`config.mk`:
```
export PLATFORM = sky130hd
export DESIGN_NAME = cpu_top
export DESIGN_NICKNAME = d
export VERILOG_FILES = /design/src/verilog/machine_pkg.sv /design/src/verilog/isa_pkg.sv /design/src/verilog/cpu_top.sv /design/src/verilog/result_writeback.sv /design/src/verilog/alu_execute.sv /design/src/verilog/cycle_controller.sv /design/src/verilog/instruction_decoder.sv
export SDC_FILE = /design/constraint.sdc
export NUM_CORES = 1
export LEC_CHECK = 0
export BUFFER_PORTS_ARGS = -buffer_cell sky130_fd_sc_hd__buf_4
export CORE_AREA = 2 2 100 102
export CTS_CLUSTER_DIAMETER = 120
export DETAILED_ROUTE_END_ITERATION = 6
export DIE_AREA = 0 0 102 104
export PLACE_DENSITY = 0.73
export SLEW_MARGIN = 15
export SYNTH_ARGS = -nofsm -noshare
export SYNTH_HDL_FRONTEND = slang
export SYNTH_SLANG_ARGS = --single-unit
```
`constraint.sdc`:
```
create_clock -name CLOCK -period 4.1 [get_ports CLOCK]
set_input_delay 0.41 -clock CLOCK [delete_from_list [all_inputs] [get_ports CLOCK]]
set_output_delay 0.41 -clock CLOCK [all_outputs]
set_load 0.05 [all_outputs]
```
`src/verilog/machine_pkg.sv`:
```
package machine_pkg;

  localparam int WORD_WIDTH = 8;

  typedef logic [WORD_WIDTH-1:0] word_t; // data and addresses

  typedef enum logic [2:0] {
    FETCH_OP,
    DECODE,
    FETCH_OPERAND,
    EXECUTE,
    WRITE_REG,
    WRITE_MEM,
    HALTED
  } stage_t;

  // order matters, operand fetch walks these upwards
  typedef enum logic [2:0] {
    STEP_IMM,
    STEP_SRC_DATA,
    STEP_DST_ADDR,
    STEP_DST_DATA,
    STEP_DONE
  } fetch_step_t;

  typedef enum logic [1:0] {
    MEM_STAY,
    MEM_READ,
    MEM_WRITE
  } mem_op_t;

  typedef struct packed {
    word_t imm;
    word_t src_data;
    word_t dst_addr;
    word_t dst_data;
  } operands_t;

endpackage

```
`src/verilog/isa_pkg.sv`:
```
package isa_pkg;

  // field positions in the opcode byte
  localparam int OPCODE_MSB = 7;
  localparam int OPCODE_LSB = 4;
  localparam int DST_MSB    = 3;
  localparam int DST_LSB    = 2;
  localparam int SRC_MSB    = 1;
  localparam int SRC_LSB    = 0;

  localparam logic [OPCODE_MSB-OPCODE_LSB:0] MOV_CODE = 4'b0000;
  localparam logic [OPCODE_MSB-OPCODE_LSB:0] ADD_CODE = 4'b0001;
  localparam logic [OPCODE_MSB-OPCODE_LSB:0] JMP_CODE = 4'b1100;

  localparam logic [7:0] NOP_BYTE = 8'hFE;
  localparam logic [7:0] HLT_BYTE = 8'hFF;

  typedef enum logic [2:0] {
    OP_MOV,
    OP_ADD,
    OP_JMP,
    OP_NOP,
    OP_HLT
  } opcode_t;

  // codes line up with the src/dst field encodings, 01 is unused there
  typedef enum logic [1:0] {
    OPND_REG_A   = 2'b00,
    OPND_NONE    = 2'b01,
    OPND_MEM_IMM = 2'b10,
    OPND_IMM     = 2'b11
  } operand_t;

  typedef struct packed {
    opcode_t  op;
    operand_t src;
    operand_t dst;
  } decoded_instr_t;

endpackage
```
`src/verilog/cpu_top.sv`:
```
`timescale 1ns/1ns

module cpu_top (
  input  logic                   CLOCK
  , input  logic                 RESET
  , input  machine_pkg::word_t   read_bus
  , output machine_pkg::mem_op_t ctrl_bus
  , output machine_pkg::word_t   addr_bus
  , output machine_pkg::word_t   write_bus
  , output machine_pkg::word_t   register_a
);
  import isa_pkg::*;
  import machine_pkg::*;

  stage_t         stage;
  word_t          opcode_byte;
  operands_t      operands;
  decoded_instr_t instr;
  word_t          result;

  cycle_controller controller (
    .CLOCK       (CLOCK),
    .RESET       (RESET),
    .read_bus    (read_bus),
    .instr       (instr),
    .stage       (stage),
    .opcode_byte (opcode_byte),
    .operands    (operands),
    .addr_bus    (addr_bus),
    .ctrl_bus    (ctrl_bus)
  );

  instruction_decoder decoder (
    .CLOCK       (CLOCK),
    .RESET       (RESET),
    .stage       (stage),
    .opcode_byte (opcode_byte),
    .instr       (instr)
  );

  alu_execute alu (
    .instr      (instr),
    .operands   (operands),
    .register_a (register_a),
    .result     (result)
  );

  result_writeback writeback (
    .CLOCK      (CLOCK),
    .RESET      (RESET),
    .stage      (stage),
    .instr      (instr),
    .result     (result),
    .register_a (register_a), // accumulator is visible at the top
    .write_bus  (write_bus)
  );

endmodule

```
`src/verilog/result_writeback.sv`:
```
`timescale 1ns/1ns

module result_writeback (
  input  logic                      CLOCK
  , input  logic                    RESET
  , input  machine_pkg::stage_t     stage
  , input  isa_pkg::decoded_instr_t instr
  , input  machine_pkg::word_t      result
  , output machine_pkg::word_t      register_a
  , output machine_pkg::word_t      write_bus
);
  import isa_pkg::*;
  import machine_pkg::*;

  always_ff @(posedge CLOCK) begin
    if (RESET) begin
      register_a <= '0;
      write_bus  <= '0;
    end else begin
      if (stage == WRITE_REG)
        register_a <= result;
      // held steady through both write cycles
      if (stage == EXECUTE && instr.dst == OPND_MEM_IMM)
        write_bus <= result;
    end
  end

  acc_updates_after_write_reg: assert property (@(posedge CLOCK) disable iff (RESET)
    !$stable(register_a) |-> $past(stage) == WRITE_REG);

endmodule

```
`src/verilog/alu_execute.sv`:
```
`timescale 1ns/1ns

module alu_execute (
  input  isa_pkg::decoded_instr_t  instr
  , input  machine_pkg::operands_t operands
  , input  machine_pkg::word_t     register_a
  , output machine_pkg::word_t     result
);
  import isa_pkg::*;
  import machine_pkg::*;

  word_t src_value;
  word_t dst_value; // value at the destination before the update

  always_comb begin
    case (instr.src)
      OPND_REG_A:   src_value = register_a;
      OPND_MEM_IMM: src_value = operands.src_data;
      OPND_IMM:     src_value = operands.imm;
      default:      src_value = '0;
    endcase
  end

  assign dst_value = (instr.dst == OPND_MEM_IMM) ? operands.dst_data : register_a;

  always_comb begin
    case (instr.op)
      OP_MOV:  result = src_value;
      OP_ADD:  result = dst_value + src_value; // wraps at 8 bits
      default: result = dst_value;
    endcase
  end

endmodule

```
`src/verilog/cycle_controller.sv`:
```
`timescale 1ns/1ns

module cycle_controller (
  input  logic                      CLOCK
  , input  logic                    RESET
  , input  machine_pkg::word_t      read_bus
  , input  isa_pkg::decoded_instr_t instr
  , output machine_pkg::stage_t     stage
  , output machine_pkg::word_t      opcode_byte
  , output machine_pkg::operands_t  operands
  , output machine_pkg::word_t      addr_bus
  , output machine_pkg::mem_op_t    ctrl_bus
);
  import isa_pkg::*;
  import machine_pkg::*;

  fetch_step_t step;      // earliest step still to be considered
  fetch_step_t cur_step;
  fetch_step_t next_step;
  logic        phase;     // second cycle of a bus access
  word_t       ip;

  // first operand step at or after from that this instruction needs
  function automatic fetch_step_t first_needed(fetch_step_t from, decoded_instr_t i);
    fetch_step_t s;
    s = STEP_DONE;
    if (from <= STEP_DST_DATA && i.op == OP_ADD && i.dst == OPND_MEM_IMM)
      s = STEP_DST_DATA;
    if (from <= STEP_DST_ADDR && i.dst == OPND_MEM_IMM)
      s = STEP_DST_ADDR;
    if (from <= STEP_SRC_DATA && i.src == OPND_MEM_IMM)
      s = STEP_SRC_DATA;
    if (from <= STEP_IMM && i.src inside {OPND_IMM, OPND_MEM_IMM})
      s = STEP_IMM;
    return s;
  endfunction

  assign cur_step  = first_needed(step, instr);
  assign next_step = (cur_step == STEP_DONE) ? STEP_DONE
                                             : first_needed(fetch_step_t'(cur_step + 3'd1), instr);

  always_comb begin
    ctrl_bus = MEM_STAY;
    addr_bus = '0;
    case (stage)
      FETCH_OP: begin
        ctrl_bus = MEM_READ;
        addr_bus = ip;
      end
      FETCH_OPERAND: begin
        if (cur_step != STEP_DONE) begin
          ctrl_bus = MEM_READ;
          case (cur_step)
            STEP_SRC_DATA: addr_bus = operands.imm;
            STEP_DST_DATA: addr_bus = operands.dst_addr;
            default:       addr_bus = ip; // immediate bytes follow the opcode
          endcase
        end
      end
      WRITE_MEM: begin
        ctrl_bus = MEM_WRITE;
        addr_bus = operands.dst_addr;
      end
      default: ;
    endcase
  end

  always_ff @(posedge CLOCK) begin
    if (RESET) begin
      stage <= FETCH_OP;
      step  <= STEP_IMM;
      phase <= 1'b0;
      ip    <= '0;
    end else begin
      case (stage)
        FETCH_OP: begin
          phase <= ~phase;
          if (phase) begin
            ip    <= ip + 8'd1;
            stage <= DECODE;
          end
        end
        DECODE: begin
          step  <= STEP_IMM;
          stage <= FETCH_OPERAND;
        end
        FETCH_OPERAND: begin
          if (instr.op == OP_HLT) begin
            stage <= HALTED;
          end else if (cur_step == STEP_DONE) begin
            stage <= EXECUTE; // nothing to fetch
          end else begin
            phase <= ~phase;
            if (phase) begin
              step <= next_step;
              if (cur_step == STEP_IMM || cur_step == STEP_DST_ADDR)
                ip <= ip + 8'd1;
              if (next_step == STEP_DONE)
                stage <= EXECUTE;
            end
          end
        end
        EXECUTE: begin
          if (instr.op == OP_JMP)
            ip <= ip + operands.imm; // relative to the byte after the offset
          case (instr.dst)
            OPND_REG_A:   stage <= WRITE_REG;
            OPND_MEM_IMM: stage <= WRITE_MEM;
            default:      stage <= FETCH_OP; // JMP and NOP
          endcase
        end
        WRITE_REG: stage <= FETCH_OP;
        WRITE_MEM: begin
          phase <= ~phase;
          if (phase)
            stage <= FETCH_OP;
        end
        default: stage <= HALTED;
      endcase
    end
  end

  always_ff @(posedge CLOCK) begin
    if (stage == FETCH_OP && phase)
      opcode_byte <= read_bus;
    if (stage == FETCH_OPERAND && phase) begin
      case (cur_step)
        STEP_IMM:      operands.imm      <= read_bus;
        STEP_SRC_DATA: operands.src_data <= read_bus;
        STEP_DST_ADDR: operands.dst_addr <= read_bus;
        STEP_DST_DATA: operands.dst_data <= read_bus;
        default: ;
      endcase
    end
  end

  write_only_in_write_mem: assert property (@(posedge CLOCK) disable iff (RESET)
    ctrl_bus == MEM_WRITE |-> stage == WRITE_MEM);

  halted_is_final: assert property (@(posedge CLOCK) disable iff (RESET)
    stage == HALTED |=> stage == HALTED);

endmodule

```
`src/verilog/instruction_decoder.sv`:
```
`timescale 1ns/1ns

module instruction_decoder (
  input  logic                    CLOCK
  , input  logic                  RESET
  , input  machine_pkg::stage_t   stage
  , input  machine_pkg::word_t    opcode_byte
  , output isa_pkg::decoded_instr_t instr
);
  import isa_pkg::*;
  import machine_pkg::*;

  logic [OPCODE_MSB-OPCODE_LSB:0] opcode_field;
  logic [DST_MSB-DST_LSB:0]       dst_field;
  logic [SRC_MSB-SRC_LSB:0]       src_field;
  logic                           fields_ok;
  decoded_instr_t                 next_instr;

  assign opcode_field = opcode_byte[OPCODE_MSB:OPCODE_LSB];
  assign dst_field    = opcode_byte[DST_MSB:DST_LSB];
  assign src_field    = opcode_byte[SRC_MSB:SRC_LSB];

  // register-indirect and immediate destination are not supported
  assign fields_ok = (operand_t'(src_field) inside {OPND_REG_A, OPND_MEM_IMM, OPND_IMM})
                  && (operand_t'(dst_field) inside {OPND_REG_A, OPND_MEM_IMM});

  always_comb begin
    next_instr.op  = OP_HLT; // anything unknown stops the machine
    next_instr.src = OPND_NONE;
    next_instr.dst = OPND_NONE;
    if (opcode_byte == NOP_BYTE) begin
      next_instr.op = OP_NOP;
    end else if (opcode_byte == HLT_BYTE) begin
      next_instr.op = OP_HLT;
    end else if (opcode_field == JMP_CODE) begin
      next_instr.op  = OP_JMP;
      next_instr.src = OPND_IMM; // offset byte
    end else if ((opcode_field == MOV_CODE || opcode_field == ADD_CODE) && fields_ok) begin
      next_instr.op  = (opcode_field == ADD_CODE) ? OP_ADD : OP_MOV;
      next_instr.src = operand_t'(src_field);
      next_instr.dst = operand_t'(dst_field);
    end
  end

  always_ff @(posedge CLOCK) begin
    if (RESET) begin
      instr <= '{op: OP_NOP, src: OPND_NONE, dst: OPND_NONE};
    end else if (stage == DECODE) begin
      instr <= next_instr;
    end
  end

  no_imm_destination: assert property (@(posedge CLOCK) disable iff (RESET)
    instr.dst != OPND_IMM);

endmodule

```
---- Word-level counts from Yosys, hierarchy flattened ----
Cells that the tools add are included.
word-level totals
  output and inout bits ................... 26
  memory bits (read-only) ................. 0
  memories ................................ 0
  register bits after elaboration ......... 78
  bits in latches ......................... 0
  RAM bits ................................ 0
  input port bits ......................... 10
cells by class
  div/mod/pow operators ................... 0
  multiply operators ...................... 0
  shifts and indexed selects .............. 0
  bitwise logic cells ..................... 1
  add/subtract/negate cells ............... 4
  muxes and demuxes ....................... 47
  reductions and logical operators ........ 40
  eq/ne operators ......................... 33
  magnitude comparators ................... 8
operator list
  cell                                                                               number
  8-bit case mux with 3 select lines                                                 3
  8-bit two-way mux                                                                  8
  3-bit two-way mux                                                                  20
  8-bit case mux with 2 select lines                                                 2
  3-bit case mux with 6 select lines                                                 1
  8-bit adder                                                                        2
  8-bit equality test (second input constant)                                        2
  3-bit by 2-bit equality test with 1-bit output (second input constant)             5
  3-bit equality test (second input constant)                                        5
  1-bit logical AND                                                                  15
  2-bit equality test (second input constant)                                        6
  3-bit by 1-bit less-or-equal comparator with 1-bit output (second input constant)  4
  3-bit by 2-bit less-or-equal comparator with 1-bit output (second input constant)  4
  3-bit case mux with 2 select lines                                                 2
  2-bit by 1-bit inequality test with 1-bit output (second input constant)           5
  3-bit by 1-bit equality test with 1-bit output (second input constant)             3
  3-bit zero test                                                                    3
  8-bit by 1-bit adder with 8-bit output (second input constant)                     1
  2-bit zero test                                                                    4
  4-bit two-way mux                                                                  2
  4-bit by 1-bit inequality test with 1-bit output (second input constant)           2
  2-bit AND reduction                                                                4
  4-bit AND reduction                                                                2
  2-bit nonzero test                                                                 4
  18 further kinds                                                                   24

---- Logic depth before layout (Yosys ltp) ----
  word-level depth ........................ 22
  depth in mapped cells ................... 13

---- Cells and area by module ----
Synthesis repeated with hierarchy kept, for this count alone.
second synthesis, totals
  cell total of the unflattened synthesis .. 458
  area, all modules ....................... 4639.4 um^2
by module, submodules not included
  module               seq. area each (um^2)  times used  cells an instance  area each (um^2)
  cycle_controller     1501.4                 1           266                2874.0
  alu_execute          0.0                    1           94                 753.2
  result_writeback     320.3                  1           62                 663.1
  instruction_decoder  140.1                  1           36                 349.1

---- Worst setup path after synthesis ----
No wires, ideal clock.
  path kind ............................... reg2out
  from .................................... reg decoder.instr[4] (netlist name)
  to ...................................... out addr_bus[0]
  data arrival time ....................... 3361 ps
  setup slack ............................. 329 ps
  stages on the path, launching flop included .. 12
  path buffers ............................ 2
  path through ............................ dfxtp_1 buf_4 or3b_1 buf_2 o41ai_1 o21ai_0 ha_1 inv_1 a21oi_1 a21oi_1 nand2_1 o221ai_1
between the ends
  word-level cells in the longest chain between the ends .. 11
  elaborated cells on any way between the ends .. 13
  those cells by class .................... 4 x eq/ne; 7 x mux; 2 x reduce/logical
RTL lines
  what                                                                                                                     line                    text
  3-bit by 1-bit equality test with 1-bit output *                                                                         cycle_controller.sv:27  if (from <= STEP_DST_DATA && i.op == OP_ADD && i.dst == OPND_MEM_IMM)
  1-bit logical AND * (2 in a row)                                                                                         cycle_controller.sv:27
  3-bit two-way mux *                                                                                                      cycle_controller.sv:27
  3-bit two-way mux *                                                                                                      cycle_controller.sv:29  if (from <= STEP_DST_ADDR && i.dst == OPND_MEM_IMM)
  3-bit two-way mux *                                                                                                      cycle_controller.sv:31  if (from <= STEP_SRC_DATA && i.src == OPND_MEM_IMM)
  3-bit two-way mux *                                                                                                      cycle_controller.sv:33  if (from <= STEP_IMM && i.src inside {OPND_IMM, OPND_MEM_IMM})
  3-bit by 2-bit equality test with 1-bit output / 3-bit by 1-bit equality test with 1-bit output (equally long branches)  cycle_controller.sv:53  case (cur_step)
  8-bit case mux with 2 select lines                                                                                       cycle_controller.sv:53
  8-bit two-way mux *                                                                                                      cycle_controller.sv:51  if (cur_step != STEP_DONE) begin
  8-bit case mux with 3 select lines *                                                                                     cycle_controller.sv:45  case (stage)
  end: declaration                                                                                                         cpu_top.sv:8            , output machine_pkg::word_t addr_bus
Mark *: on every way between the ends. The rest lies on a longest branch, timed or not.

---- Worst setup path in the final report ----
  from .................................... reg decoder.instr[5] (netlist name)
  to ...................................... out addr_bus[5]
between the ends
  word-level cells in the longest chain between the ends .. 11
  elaborated cells on any way between the ends .. 13
  those cells by class .................... 4 x eq/ne; 7 x mux; 2 x reduce/logical
RTL lines
  what                                                                                                                     line
  3-bit by 1-bit equality test with 1-bit output *                                                                         cycle_controller.sv:27
  1-bit logical AND * (2 in a row)                                                                                         cycle_controller.sv:27
  3-bit two-way mux *                                                                                                      cycle_controller.sv:27
  3-bit two-way mux *                                                                                                      cycle_controller.sv:29
  3-bit two-way mux *                                                                                                      cycle_controller.sv:31
  3-bit two-way mux *                                                                                                      cycle_controller.sv:33
  3-bit by 2-bit equality test with 1-bit output / 3-bit by 1-bit equality test with 1-bit output (equally long branches)  cycle_controller.sv:53
  8-bit case mux with 2 select lines                                                                                       cycle_controller.sv:53
  8-bit two-way mux *                                                                                                      cycle_controller.sv:51
  8-bit case mux with 3 select lines *                                                                                     cycle_controller.sv:45
Marked as above.

==> results.tsv <==
metric	value	unit
routed_wirelength	12.3	mm
worst_setup_path_end_kind	primary output	
place_hpwl	8.54	mm
worst_slack	0.315	ns
synth_cell_type_count	67	
clk_latency	0.36	ns
drtIter0Drc	274	
status	finished clean	
vias_per_cell	6.14	
antenna_found_initial	0	
gp_congestion	0.918	
post-route-util	0.555	
clock_skew	0.0135	ns
fmax	264	MHz
synth_edf_count	40	
fp-row-count	36	
yosysWarnings	0	
synth_area	4650	um2
start_util	0.487	
holdCritPathClass	input pin to register	
crit_arrival	3.38	ns
cts.sinks	78	
synth_top_family_by_area	compound AO/OA/AOI/OAI gates	
firstDrtPassIters	5	
die_h	104	um
grtUsageTotal	0.239	
cp_max_fo	9	
synth_cells	497	
post-route-min-period	3.79	ns
core_area	9550	um2
worst_pin_slew	0.826	ns
ir_drop	0.283	mV
layout.nets	556	
place_area	5030	um2
fin_area	5300	um2
criticalPathCategory	register to primary output	
dieArea	10600	um2
root_buffer	clkbuf_8	
htree_levels	3	
synth_nets	530	
rsz0062_at_grt	false	
portBuffers	35	
period_share	0.923	
synth_seq_area_share	0.422	
hold_ws	0.273	ns
synthSimpleGateAreaFrac	0.197	
p_per_area	486	nW/um2
max_cap_violations	0	
p_leak	1.97	nW
path_clk_slew	0.08	ns
critical_path_required	3.69	ns
ctsHoldBuffers	0	
cts_resized	1	
synth_fa_ha_area_frac	0.0651	
slew_violations	0	
dieWidth	102	um
synthMuxAreaShare	0.0315	
cts_tree	done	
ant_nets	0	
cts_made_buffers	9	
drc_errors	0	
ys_ff_latch	78	
cp-start-kind	register	
layout-drive-gt1-share	0.161	
synth.avg_cell_area	9.36	um2
syn2layout_area_growth	13.8	%
vias	4060	
grt_pass1_wl	19.5	mm
synth_xor_area_frac	0.0132	
ys.flop_type	edfxtp_1	
synth_compound_area_frac	0.226	
io_pins	36	
cts_buffer_depth	2	
postCtsSetupBuffers	0	
slew_headroom	0.446	
pre_cts_slack	0.226	ns
wl_per_cell	18.6	um
overflow	0	
fin_tns_setup	0	ns
finalSetupViolCount	0	
grt_max_degree	46	
grt_pass1_vias	3789	
async_flop_share	0	
n_antenna_cell	0	
hold_viol_final	0	
[layer usage]
| layer | wire length [um] | GRT usage | vias to the layer above | share of wire |
|---|---|---|---|---|
| li1 | - | - | 1901 | - |
| met2 | 5800 | 0.369 | 172 | 0.47 |
| met3 | 770 | 0.0302 | 33 | 0.063 |
| met5 | 0 | 0 | - | 0 |
| met4 | 467 | 0.120 | 0 | 0.038 |
| met1 | 5290 | 0.326 | 1954 | 0.43 |
[through the flow]
step,power [mW],std cells
6_report,2.58,661
5_1_grt,2.71,661
4_1_cts,2.57,661
3_5_place_dp,1.88,645
3_3_place_gp,1.86,645
2_1_floorplan,1.64,497
[synth_stat cells, types with 4 or more instances]
master | n | area [um2]
and2_1 | 10 | 62.6
a2bb2oi_1 | 4 | 35.0
dfxtp_1 | 38 | 761
o221ai_1 | 8 | 70.1
a21oi_1 | 28 | 140
nor2_1 | 37 | 139
ha_1 | 21 | 263
nand3_1 | 11 | 55.1
mux2i_1 | 9 | 90.1
a22oi_1 | 19 | 143
o21bai_1 | 4 | 30.0
xor2_1 | 4 | 35.0
o41ai_1 | 5 | 43.8
a211o_1 | 5 | 43.8
nand4b_1 | 4 | 35.0
nand2b_1 | 10 | 62.6
nand2_1 | 50 | 188
nor3_1 | 7 | 35.0
inv_1 | 23 | 86.3
a211oi_1 | 10 | 75.1
o21ai_0 | 23 | 115
o32ai_1 | 4 | 35.0
or3_1 | 4 | 25.0
clkbuf_1 | 23 | 86.3
edfxtp_1 | 40 | 1200
mux2_2 | 5 | 56.3
o211ai_1 | 4 | 30.0
nor3b_1 | 8 | 60.1
nand3b_1 | 8 | 60.1
or2_2 | 10 | 62.6
[report_power, final]
part | total, mW | leakage (nW) | internal, mW | switching (mW)
Sequential | 1.01 | 0.670 | 0.908 | 0.107
Combinational | 0.871 | 1.18 | 0.297 | 0.574
Clock | 0.689 | 0.121 | 0.401 | 0.288
[area by class of cell]
| cell class | count | area (um2) |
|---|---|---|
| fill | 888 | 4250 |
| multi-input combinational | 366 | 2510 |
| sequential | 78 | 1960 |
| timing repair buffer | 45 | 338 |
| tap | 133 | 166 |
| clock buffer | 9 | 124 |
| clock inverter | 7 | 113 |
| inverter | 23 | 86.3 |
[flip-flops by register name, indices dropped and copies added, names as in the netlist]
name and count:
controller.step 3, controller.phase 1, writeback.register_a 8, controller.ip 8, controller.stage 3, writeback.write_bus 8
controller.opcode_byte 8, decoder.instr 7, controller.operands 32
[kinds of logic after synthesis]
group	after synthesis
and+or+nand+nor	177
AOI/OAI and AO/OA	145
xor gates and xnor gates	7
buffers and inverters	53
DFF	78
muxes	14
adders and majority gates	23
[layout by cell type (no fill, tap or decap), types with 11 or more instances in the layout]
master     n
a21oi_1   27
a22oi_1   19
buf_4     45
dfxtp_1   38
edfxtp_1  40
ha_1      21
inv_1     23
nand2_1   50
nand3_1   11
nor2_1    37
o21ai_0   22
[critical path: stages (launching register included)]
cell and delay, ns:
dfxtp_1 0.35, or3b_1 0.53, o41ai_2 0.44, o21ai_1 0.22, inv_1 0.16, ha_1 0.21, inv_1 0.08, a21oi_2 0.32
or2_2 0.30, o221ai_1 0.16, buf_4 0.25
[worst paths after layout]
kind,slack [ns],cells past startpoint,endpoint,from
min reg2reg,0.50,2,controller.ip[2],controller.ip[2]
max reg2reg,0.67,10,controller.ip[7],decoder.instr[5]
max,0.31,10,addr_bus[5],decoder.instr[5]
min,0.27,1,controller.operands[22],read_bus[6]
No activity file was read; power rests on OpenSTA's default activity.
